--- src/design/sort_pkg.sv ---
// Shared sizes, register indices, opcodes and stream messages for the
// merge-sort accelerator. Imported by every RTL module and the testbench.
package sort_pkg;

  // --------------------------------------------------------------------------
  // Sizes
  // --------------------------------------------------------------------------

  // One array element and one register word
  localparam int DATA_W    = 32;
  // Byte address width on the memory side
  localparam int ADDR_W    = 32;
  // Element buffer depth; longer arrays are clamped to this
  localparam int MAX_ELEMS = 32;
  localparam int IDX_W     = 5;
  // Counts and merge widths, must hold MAX_ELEMS itself
  localparam int CNT_W     = 6;
  // Host register index field
  localparam int REG_IDX_W = 5;

  // --------------------------------------------------------------------------
  // Accelerator register map
  // --------------------------------------------------------------------------

  localparam logic [REG_IDX_W-1:0] REG_GO   = 5'd0;
  localparam logic [REG_IDX_W-1:0] REG_BASE = 5'd1;
  localparam logic [REG_IDX_W-1:0] REG_SIZE = 5'd2;

  // --------------------------------------------------------------------------
  // Opcodes
  // --------------------------------------------------------------------------

  typedef enum logic {
    XCEL_RD = 1'b0,
    XCEL_WR = 1'b1
  } xcel_op_e;

  typedef enum logic {
    MEM_RD = 1'b0,
    MEM_WR = 1'b1
  } mem_op_e;

  // --------------------------------------------------------------------------
  // Stream messages
  // --------------------------------------------------------------------------

  // Host to accelerator, 38 bits
  typedef struct packed {
    xcel_op_e               op;
    logic [REG_IDX_W-1:0]   addr;
    logic [DATA_W-1:0]      data;
  } xcel_req_t;

  // Accelerator to host, 33 bits
  typedef struct packed {
    xcel_op_e               op;
    logic [DATA_W-1:0]      data;
  } xcel_resp_t;

  // Accelerator to memory, byte addressed, 65 bits
  typedef struct packed {
    mem_op_e                op;
    logic [ADDR_W-1:0]      addr;
    logic [DATA_W-1:0]      data;
  } mem_req_t;

  typedef struct packed {
    mem_op_e                op;
    logic [DATA_W-1:0]      data;
  } mem_resp_t;

  // --------------------------------------------------------------------------
  // Internal stage links
  // --------------------------------------------------------------------------

  // Load write port into the element buffer
  typedef struct packed {
    logic                   en;
    logic [IDX_W-1:0]       idx;
    logic [DATA_W-1:0]      data;
  } buf_wr_t;

  // Job setup held by the front end for the whole job
  typedef struct packed {
    logic [ADDR_W-1:0]      base;
    logic [CNT_W-1:0]       count;
  } job_cfg_t;

endpackage

--- src/design/sort_mem_seq.sv ---
// Load/store sequencer. Streams the array into the element buffer, starts
// the merge unit, then writes the sorted words back one request at a time.
`timescale 1ns/100ps

module sort_mem_seq import sort_pkg::*; (
  input  logic              clk,
  input  logic              reset,

  input  logic              go,
  input  job_cfg_t          job_cfg,
  output logic              job_done,

  output mem_req_t          mem_req,
  output logic              mem_req_val,
  input  logic              mem_req_rdy,

  input  mem_resp_t         mem_resp,
  input  logic              mem_resp_val,
  output logic              mem_resp_rdy,

  output buf_wr_t           buf_wr,
  output logic              sort_start,
  input  logic              sort_done,
  output logic [IDX_W-1:0]  rd_idx,
  input  logic [DATA_W-1:0] rd_data
);

  typedef enum logic [2:0] {
    S_IDLE,
    S_LD_REQ,
    S_LD_RESP,
    S_SORT,
    S_ST_REQ,
    S_ST_RESP,
    S_FINISH
  } phase_e;

  phase_e           phase;
  logic [CNT_W-1:0] idx;
  logic [CNT_W-1:0] idx_inc;
  logic             last;
  logic             empty;

  assign idx_inc = idx + CNT_W'(1);
  assign last    = (idx_inc == job_cfg.count);
  assign empty   = (job_cfg.count == '0);

  // --------------------------------------------------------------------------
  // Memory streams
  // --------------------------------------------------------------------------

  // Word address is base + 4 * index
  assign mem_req.addr = job_cfg.base + {{(ADDR_W-CNT_W-2){1'b0}}, idx, 2'b00};
  assign mem_req.op   = (phase == S_ST_REQ) ? MEM_WR : MEM_RD;
  assign mem_req.data = rd_data;
  assign mem_req_val  = (phase == S_LD_REQ) | (phase == S_ST_REQ);

  // Ready only while a response is awaited
  assign mem_resp_rdy = (phase == S_LD_RESP) | (phase == S_ST_RESP);

  // Load data goes straight into the buffer
  assign buf_wr.en   = (phase == S_LD_RESP) & mem_resp_val;
  assign buf_wr.idx  = idx[IDX_W-1:0];
  assign buf_wr.data = mem_resp.data;
  assign rd_idx      = idx[IDX_W-1:0];

  // Pulse on entry to the sort phase
  assign sort_start = ((phase == S_LD_RESP) & mem_resp_val & last) |
                      ((phase == S_IDLE) & go & empty);

  assign job_done = (phase == S_FINISH);

  // --------------------------------------------------------------------------
  // Phase FSM
  // --------------------------------------------------------------------------

  always_ff @(posedge clk) begin
    if (reset) begin
      phase <= S_IDLE;
      idx   <= '0;
    end else begin
      case (phase)
        S_IDLE: if (go) begin
          idx   <= '0;
          // Empty job skips loading entirely
          phase <= empty ? S_SORT : S_LD_REQ;
        end
        S_LD_REQ:  if (mem_req_rdy) phase <= S_LD_RESP;
        S_LD_RESP: if (mem_resp_val) begin
          idx   <= idx_inc;
          phase <= last ? S_SORT : S_LD_REQ;
        end
        S_SORT: if (sort_done) begin
          idx   <= '0;
          phase <= empty ? S_FINISH : S_ST_REQ;
        end
        S_ST_REQ:  if (mem_req_rdy) phase <= S_ST_RESP;
        // Finish right after the last write response
        S_ST_RESP: if (mem_resp_val) begin
          idx   <= idx_inc;
          phase <= last ? S_FINISH : S_ST_REQ;
        end
        default: phase <= S_IDLE;
      endcase
    end
  end

endmodule

--- src/design/sort_merge_unit.sv ---
// Element and scratch buffers with a bottom-up merge sort engine. Each
// pass merges run pairs into scratch, copies back, then doubles the width.
`timescale 1ns/100ps

module sort_merge_unit import sort_pkg::*; (
  input  logic              clk,
  input  logic              reset,
  input  logic              sort_start,
  input  logic [CNT_W-1:0]  count,
  input  buf_wr_t           buf_wr,
  input  logic [IDX_W-1:0]  rd_idx,
  output logic [DATA_W-1:0] rd_data,
  output logic              sort_done
);

  typedef enum logic [2:0] {
    M_IDLE,
    M_PASS_SETUP,
    M_MERGE,
    M_MERGE_FIN,
    M_COPY,
    M_WIDTH_STEP
  } state_e;

  state_e            state;
  logic [DATA_W-1:0] elem    [MAX_ELEMS];
  logic [DATA_W-1:0] scratch [MAX_ELEMS];

  // Merge width, pair start, run cursors and ends, output and copy index
  logic [CNT_W-1:0]  width;
  logic [CNT_W-1:0]  start;
  logic [CNT_W-1:0]  li, le, ri, re, oi, cp;

  logic [CNT_W-1:0]  width_x2;
  logic [CNT_W-1:0]  mid_raw, end_raw;
  logic [DATA_W-1:0] left_head, right_head;
  logic              left_ok, right_ok, take_left;

  assign width_x2 = {width[CNT_W-2:0], 1'b0};
  assign mid_raw  = start + width;
  assign end_raw  = start + width_x2;

  // --------------------------------------------------------------------------
  // Merge datapath
  // --------------------------------------------------------------------------

  assign left_head  = elem[li[IDX_W-1:0]];
  assign right_head = elem[ri[IDX_W-1:0]];
  assign left_ok    = (li < le);
  assign right_ok   = (ri < re);
  // Ties go left, keeps the sort stable
  assign take_left  = left_ok & (~right_ok | (left_head <= right_head));

  assign rd_data = elem[rd_idx];

  // Copy-back owns the buffer during a pass, loads own it otherwise
  always_ff @(posedge clk) begin
    if (state == M_COPY) begin
      elem[cp[IDX_W-1:0]] <= scratch[cp[IDX_W-1:0]];
    end else if (buf_wr.en) begin
      elem[buf_wr.idx] <= buf_wr.data;
    end
  end

  always_ff @(posedge clk) begin
    if (state == M_MERGE && (left_ok || right_ok)) begin
      scratch[oi[IDX_W-1:0]] <= take_left ? left_head : right_head;
    end
  end

  // --------------------------------------------------------------------------
  // Control FSM
  // --------------------------------------------------------------------------

  always_ff @(posedge clk) begin
    if (reset) begin
      state     <= M_IDLE;
      sort_done <= 1'b0;
      width     <= '0;
      start     <= '0;
      li        <= '0;
      le        <= '0;
      ri        <= '0;
      re        <= '0;
      oi        <= '0;
      cp        <= '0;
    end else begin
      sort_done <= 1'b0;
      case (state)
        M_IDLE: if (sort_start) begin
          width <= CNT_W'(1);
          start <= '0;
          // Zero or one element is already sorted
          if (count <= CNT_W'(1)) begin
            sort_done <= 1'b1;
          end else begin
            state <= M_PASS_SETUP;
          end
        end
        // Bound both runs of the pair by the count
        M_PASS_SETUP: begin
          li    <= start;
          le    <= (mid_raw < count) ? mid_raw : count;
          ri    <= (mid_raw < count) ? mid_raw : count;
          re    <= (end_raw < count) ? end_raw : count;
          oi    <= start;
          state <= M_MERGE;
        end
        M_MERGE: begin
          if (take_left) begin
            li <= li + CNT_W'(1);
            oi <= oi + CNT_W'(1);
          end else if (right_ok) begin
            ri <= ri + CNT_W'(1);
            oi <= oi + CNT_W'(1);
          end else begin
            state <= M_MERGE_FIN;
          end
        end
        M_MERGE_FIN: begin
          start <= end_raw;
          cp    <= '0;
          state <= (end_raw < count) ? M_PASS_SETUP : M_COPY;
        end
        M_COPY: begin
          cp <= cp + CNT_W'(1);
          if (cp + CNT_W'(1) == count) state <= M_WIDTH_STEP;
        end
        M_WIDTH_STEP: begin
          width <= width_x2;
          start <= '0;
          if (width_x2 >= count) begin
            sort_done <= 1'b1;
            state     <= M_IDLE;
          end else begin
            state <= M_PASS_SETUP;
          end
        end
        default: state <= M_IDLE;
      endcase
    end
  end

endmodule

--- src/design/sort_xcel_regs.sv ---
// Host register front end. Holds base, clamped size and busy, answers
// every accepted request in the same cycle and launches the job on go.
`timescale 1ns/100ps

module sort_xcel_regs import sort_pkg::*; (
  input  logic       clk,
  input  logic       reset,

  input  xcel_req_t  xcel_req,
  input  logic       xcel_req_val,
  output logic       xcel_req_rdy,

  output xcel_resp_t xcel_resp,
  output logic       xcel_resp_val,
  input  logic       xcel_resp_rdy,

  output logic       go,
  output job_cfg_t   job_cfg,
  input  logic       job_done
);

  logic              busy;
  logic [ADDR_W-1:0] base;
  logic [CNT_W-1:0]  count;
  logic              xfer;
  logic              is_wr;
  logic [CNT_W-1:0]  size_clamped;

  // --------------------------------------------------------------------------
  // Handshake
  // --------------------------------------------------------------------------

  // Idle: valid and ready pass straight through, zero latency
  assign xcel_resp_val = xcel_req_val & ~busy;
  assign xcel_req_rdy  = xcel_resp_rdy & ~busy;
  assign xfer          = xcel_req_val & xcel_req_rdy;
  assign is_wr         = (xcel_req.op == XCEL_WR);

  // Reads always see 1, meaning done once the busy wait is over
  assign xcel_resp.op   = xcel_req.op;
  assign xcel_resp.data = is_wr ? DATA_W'(0) : DATA_W'(1);

  assign go = xfer & is_wr & (xcel_req.addr == REG_GO);

  // Anything past the buffer depth is left alone in memory
  assign size_clamped = (xcel_req.data > DATA_W'(MAX_ELEMS)) ? CNT_W'(MAX_ELEMS)
                                                             : xcel_req.data[CNT_W-1:0];

  // --------------------------------------------------------------------------
  // Registers
  // --------------------------------------------------------------------------

  always_ff @(posedge clk) begin
    if (reset) begin
      busy <= 1'b0;
    end else if (go) begin
      busy <= 1'b1;
    end else if (job_done) begin
      busy <= 1'b0;
    end
  end

  always_ff @(posedge clk) begin
    if (xfer && is_wr && xcel_req.addr == REG_BASE) begin
      base <= xcel_req.data;
    end
  end

  // Count starts at zero so a bare go is an empty job
  always_ff @(posedge clk) begin
    if (reset) begin
      count <= '0;
    end else if (xfer && is_wr && xcel_req.addr == REG_SIZE) begin
      count <= size_clamped;
    end
  end

  // Stable for the whole job since no request is taken while busy
  assign job_cfg.base  = base;
  assign job_cfg.count = count;

endmodule

--- src/design/sort_xcel_top.sv ---
// Merge-sort accelerator top level. Chains the register front end, the
// load/store sequencer and the merge unit between host and memory streams.
`timescale 1ns/100ps

module sort_xcel_top import sort_pkg::*; (
  input  logic       clk,
  input  logic       reset,

  input  xcel_req_t  xcel_req,
  input  logic       xcel_req_val,
  output logic       xcel_req_rdy,
  output xcel_resp_t xcel_resp,
  output logic       xcel_resp_val,
  input  logic       xcel_resp_rdy,

  output mem_req_t   mem_req,
  output logic       mem_req_val,
  input  logic       mem_req_rdy,
  input  mem_resp_t  mem_resp,
  input  logic       mem_resp_val,
  output logic       mem_resp_rdy
);

  // Front end to sequencer
  logic              go;
  logic              job_done;
  job_cfg_t          job_cfg;

  // Sequencer to merge unit
  buf_wr_t           buf_wr;
  logic              sort_start;
  logic              sort_done;
  logic [IDX_W-1:0]  rd_idx;
  logic [DATA_W-1:0] rd_data;

  sort_xcel_regs sort_xcel_regs_inst (
    .clk           (clk),
    .reset         (reset),
    .xcel_req      (xcel_req),
    .xcel_req_val  (xcel_req_val),
    .xcel_req_rdy  (xcel_req_rdy),
    .xcel_resp     (xcel_resp),
    .xcel_resp_val (xcel_resp_val),
    .xcel_resp_rdy (xcel_resp_rdy),
    .go            (go),
    .job_cfg       (job_cfg),
    .job_done      (job_done)
  );

  sort_mem_seq sort_mem_seq_inst (
    .clk           (clk),
    .reset         (reset),
    .go            (go),
    .job_cfg       (job_cfg),
    .job_done      (job_done),
    .mem_req       (mem_req),
    .mem_req_val   (mem_req_val),
    .mem_req_rdy   (mem_req_rdy),
    .mem_resp      (mem_resp),
    .mem_resp_val  (mem_resp_val),
    .mem_resp_rdy  (mem_resp_rdy),
    .buf_wr        (buf_wr),
    .sort_start    (sort_start),
    .sort_done     (sort_done),
    .rd_idx        (rd_idx),
    .rd_data       (rd_data)
  );

  // Count for the merge passes is the clamped job size
  sort_merge_unit sort_merge_unit_inst (
    .clk           (clk),
    .reset         (reset),
    .sort_start    (sort_start),
    .count         (job_cfg.count),
    .buf_wr        (buf_wr),
    .rd_idx        (rd_idx),
    .rd_data       (rd_data),
    .sort_done     (sort_done)
  );

endmodule

--- config.mk ---
export PLATFORM = sky130hd
export DESIGN_NAME = sort_xcel_top
export DESIGN_NICKNAME = d
export VERILOG_FILES = /design/src/design/sort_pkg.sv /design/src/design/sort_mem_seq.sv /design/src/design/sort_merge_unit.sv /design/src/design/sort_xcel_regs.sv /design/src/design/sort_xcel_top.sv
export SDC_FILE = /design/constraint.sdc
export NUM_CORES = 2
export LEC_CHECK = 0
export BUFFER_PORTS_ARGS = -buffer_cell sky130_fd_sc_hd__buf_2
export CAP_MARGIN = 40
export CORE_AREA = 2 2 457 504
export DETAILED_ROUTE_END_ITERATION = 12
export DIE_AREA = 0 0 459 506
export PLACE_DENSITY_LB_ADDON = 0.05
export SLEW_MARGIN = 0
export SYNTH_ARGS = -nofsm -noshare
export SYNTH_HDL_FRONTEND = slang
export SYNTH_SLANG_ARGS = --single-unit
--- constraint.sdc ---
create_clock -name clk -period 11.4 [get_ports clk]
set_input_delay 2.28 -clock clk [delete_from_list [all_inputs] [get_ports clk]]
set_output_delay 2.28 -clock clk [all_outputs]
set_load 0.03 [all_outputs]
Word-level counts from Yosys, hierarchy flattened
Memory sizes are Yosys's and may differ from the RTL's. A register that Yosys moved wholly into a read port is not among the register bits.
Cells that the tools add are included.
{"block": "totals", "ff_bits": 100, "latch_bits": 0, "ram_bits": 2048, "rom_bits": 0, "inputBits": 77, "out_inout_bits": 102, "memories": 2}
{"block": "op_classes", "n_addsub": 8, "mul": 0, "div": 0, "magnitude_cmp": 8, "n_eq_ne": 30, "n_shift": 0, "n_mux": 66, "bitwise_logic": 16, "n_reduce_logical": 25}
{"memory": "sort_merge_unit_inst.elem", "depth": 32, "width": 32, "read_ports": 3, "rd_ports_with_merged_regs": 3, "wr": 1, "line": "sort_merge_unit.sv:26", "text": "logic [DATA_W-1:0] elem [MAX_ELEMS];"}
{"memory": "sort_merge_unit_inst.scratch", "depth": 32, "width": 32, "read_ports": 1, "rd_ports_with_merged_regs": 1, "wr": 1, "line": "sort_merge_unit.sv:27", "text": "logic [DATA_W-1:0] scratch [MAX_ELEMS];"}
{"op": "$mux W6", "n": 13}
{"op": "$mux W32", "n": 2}
{"op": "$pmux W6 S2", "n": 5}
{"op": "$mux W5", "n": 9}
{"op": "$mux W3", "n": 12}
{"op": "$pmux W3 S6", "n": 2}
{"op": "$pmux W6 S3", "n": 2}
{"op": "$add A32 B8 Y32", "n": 1}
{"op": "$gt A32 B6 Y1 const B", "n": 1}
{"op": "$le A32 B32 Y1", "n": 1}
{"op": "$reduce_or A32 Y1", "n": 1}
{"op": "$add A6 B1 Y6 const B", "n": 5}
{"op": "$lt A6 B6 Y1", "n": 4}
{"op": "$ne A2 B2 Y1 const B", "n": 9}
{"op": "$mux W1", "n": 16}
{"op": "$eq A3 B3 Y1 const B", "n": 5}
{"op": "$add A6 B6 Y6", "n": 2}
{"op": "$eq A3 B2 Y1 const B", "n": 4}
{"op": "$eq A6 B6 Y1", "n": 2}
{"op": "$and A1 B1 Y1", "n": 10}
{"op": "$ne A2 B1 Y1 const B", "n": 5}
{"op": "$mux W2", "n": 4}
{"op": "$reduce_and A2 Y1", "n": 4}
{"op": "$reduce_bool A2 Y1", "n": 4}
{"op": "other kinds (20)", "n": 30}

Longest topological paths before layout
{"block": "logic_depth", "depth_word": 10, "depth_mapped": 17, "ltp_nobuf": 12}

By module
From an unflattened synthesis, not the netlist that was laid out.
{"block": "unflattened", "hier_cells": 4936, "area_unflattened_um2": 102445.8}
{"mod": "sort_merge_unit", "instances": 1, "cells_per_inst": 4547, "area_each_um2": 98766.0, "seq_area_each_um2": 62800.2}
{"mod": "sort_mem_seq", "instances": 1, "cells_per_inst": 274, "area_each_um2": 2031.9, "seq_area_each_um2": 180.2}
{"mod": "sort_xcel_regs", "instances": 1, "cells_per_inst": 115, "area_each_um2": 1647.8, "seq_area_each_um2": 1101.1}

Worst setup path after synthesis
Ideal clock, no wire load.
{"block": "synth_timing", "path_kind": "flip-flop to flip-flop", "from": "register with a tool-made name", "to": "memory sort_merge_unit_inst.scratch[0][16], data pin", "setup_time_ps": 385, "arrival_ps": 5253, "required_ps": 11015, "slack_ps": 5762, "stages_incl_launch_ff": 17, "n_path_buf": 5, "path_cell_list": "dfxtp_1 > clkbuf_1 > buf_2 > buf_1 > mux4_2 > mux4_2 > mux2i_1 > inv_1 > ha_1 > a21oi_2 > nand2_1 > a221o_1 > o311a_1 > a211oi_1 > buf_2 > buf_2 > mux2i_1"}
{"item": "to (decl)", "line": "sort_merge_unit.sv:27"}

==> out/metrics.yaml <==
status: "finished, final reports clean"
holdPathStages: 2
vias_per_cell: 6.563
routed_wl_um: 303000
pre_cts_ws_ns: 4.352
synth_xor_area_frac: 0.004134
max_stage_delay_ns: 0.83
cts_buffers: 226
dp_hpwl_um: 172200
synth_top_area_share: 0.6142
drv_slew: 0
vdd_drop_max_v: 0.0001717
cp.required_ns: 12.06
layout_commonest_cell: "edfxtp_1"
synth_edf_count: 2080
vias: 54350
ys_ff_latch: 2166
fp.dieW_um: 459
firstDrtPassIters: 7
synth_ff_type: "edfxtp_1"
coreArea_um2: 227500
leakagePower_nw: 34.07
postRouteAntennaNets: 0
post_cts_resized: 0
die_h_um: 506
path_buf_inv: 3
htree_num_levels: 4
cp_max_fo: 89
p_per_area_nw_per_um2: 149.8
drv_cap: 0
crit_slowest_cell: "dfxtp_4"
relSlewSlack: 0.3396
crit_type: "reg -> reg"
crit_family: "multiplexers"
synth_top_family_by_area: "multiplexers"
worstSetupEndpointType: "register"
synth_top_cell_by_area: "edfxtp_1"
worstMarginPinSlew_ns: 0.9907
cts_tree: "built"
synthMuxAreaShare: 0.3008
start_kind: "register"
rows: 184
grt_max_degree: 115
grt_pass1_vias: 55810
reg2reg_slack_ns: 4.41
hold_class: "reg -> reg"
max_clock_freq_ghz: 0.1431
grt_pass1_wl_um: 427100
fin_skew_ns: 0.05451
cts_root_buffer: "clkbuf_16"
synth_area_um2: 101700
clk_pin_slew_ns: 0.06
ctsHoldBuffers: 0
antenna_found_initial: 7
setup_viol: 0
synth_fa_ha_area_frac: 0.01011
placed_cell_area_um2: 108200
post-cts-setup-buffers: 0
avgSynthCellArea_um2: 20.94
syn_to_final_growth_pct: 13.66
drc: 0
yosysUniqueCellTypes: 73
min_to: "sort_merge_unit_inst.re[5]"
ys_seq_area_frac: 0.6311
start_util: 0.4471
drive_above_1_share: 0.4108
insertion_delay_ns: 0.90
ys_top_cells_by_area: "edfxtp_1, mux4_2, dfxtp_1, mux2i_1, ha_1"
rsz0062_at_grt: "no"
period_share: 0.6129
worstPathArrival_ns: 7.64
io_pins: 179
die_area_um2: 232300
syn_inst: 4857
synth_warnings: 0
setup-tns-final_ns: 0
cts_num_sinks: 2166
rr_endpoint: "sort_merge_unit_inst.scratch[10][3]"
reg2reg_depth: 13
synthArstFlopShare: 0
final_area_um2: 115600
port_buffers: 146
grt_overflow_total: 0
clk_path_buf_depth: 3
worstPathCellList: "buf_12 -> mux4_2 -> mux4_2 -> mux2i_1 -> ha_1 -> nand4_1 -> nor2_1 -> a221o_1 -> o311a_1 -> a211oi_4 -> buf_12 -> mux2i_2 -> buf_4"
synth-simple-area-share: 0.01894
layout_common_cells: "edfxtp_1, mux4_2, clkbuf_16"
first_iter_violations: 6072
routedWlPerCell_um: 36.59
layout.nets: 5263
fin_ws_ns: 4.413
fin_crit_ns: 6.987
hp-start: "sort_merge_unit_inst.re[5]"
synth-compound-area-share: 0.01552
hold_viol: 0
gp_congestion: 0.7846
grt.total_usage: 0.2620
how the worst max path moves through the flow:
stage	to	slack (ns)	cells past startpoint
2_1_floorplan	sort_merge_unit_inst.scratch[0][16]	5.76	16
3_3_place_gp	sort_merge_unit_inst.scratch[14][3]	3.87	15
3_5_place_dp	sort_merge_unit_inst.scratch[15][3]	4.35	13
4_1_cts	sort_merge_unit_inst.scratch[17][3]	4.31	13
5_1_grt	sort_merge_unit_inst.scratch[16][3]	4.08	13
6_report	sort_merge_unit_inst.scratch[10][3]	4.41	13
worst register-to-register path: cells and delay by family (launching register included):
kind / cells / cell delay [ns]
mux: 4 / 2.23
simple gates: 2 / 0.35
compound gates: 3 / 1.51
fa+ha+maj: 1 / 0.36
buf+inv: 3 / 1.47
flops: 1 / 0.83
flip-flops by register name, summed over array words and instances (netlist names), 5 cells and up, named ones only:
name	cells
sort_merge_unit_inst.re	6
sort_merge_unit_inst.li	6
sort_merge_unit_inst.oi	5
sort_merge_unit_inst.elem	1024
sort_merge_unit_inst.cp	6
sort_mem_seq_inst.idx	6
sort_merge_unit_inst.width	6
sort_xcel_regs_inst.base	32
sort_merge_unit_inst.le	6
sort_xcel_regs_inst.count	6
sort_merge_unit_inst.start	5
sort_merge_unit_inst.scratch	1024
sort_merge_unit_inst.ri	6
synthesized netlist by cell type, drive strengths merged (10+ instances only):
cell / number
a211oi: 18
ha: 79
a22oi: 13
dfxtp: 86
nor2b: 10
clkbuf: 206
mux4: 1280
nor4: 10
nand2: 55
edfxtp: 2080
nor3: 14
mux2i: 137
xnor2: 38
nand3: 33
inv: 73
o21ai: 38
nor2: 178
a21oi: 100
and3: 13
a31oi: 13
nand4: 22
xor2: 10
buf: 179
nand2b: 14
mux2: 35
power by group:
| part | internal [W] | total [W] | switching (W) |
|---|---|---|---|
| clock | 0.00418 | 0.00739 | 0.00321 |
| sequential | 0.00888 | 0.00890 | 0.0000196 |
| combinational | 0.000357 | 0.00103 | 0.000671 |
layout make-up:
type,instances,area [µm²]
antenna,6,15.01
clock buffer,278,5861
clock inverter,144,1519
fill,18050,111900
inverter,73,274.0
multi-input combinational,2263,36450
sequential,2166,64260
tap,2976,3724
timing repair buffer,375,3490
layer usage:
layer	share of wire	vias up	GRT usage
li1	-	21650	-
met1	0.40	30080	0.3591
met2	0.50	2134	0.4371
met3	0.063	480	0.03908
met4	0.029	0	0.07831
met5	0	-	0
cell families (layout without fill, tap and decap cells):
group                      count (synthesis)  in the layout
adders and majority gates                 81             81
buffers and inverters                    458            870
muxes                                   1452           1452
other                                      1             37
and+or+nand+nor                          400            400
xor gates and xnor gates                  48             48
AOI/OAI and AO/OA                        251            251
DFF                                     2166           2166
through the flow:
step	hold slack (ns)	power, W	cells	utilization
6_report	0.4551	0.01732	8281	0.5082
5_1_grt	0.4756	0.01784	8277	0.5081
4_1_cts	0.4567	0.01747	8274	0.5080
3_5_place_dp	0.4484	0.01010	7852	0.4756
3_3_place_gp	0.4463	0.01007	7800	0.4703
2_1_floorplan	0.4319	0.009680	4887	-
(Power assumes the default switching activity.)
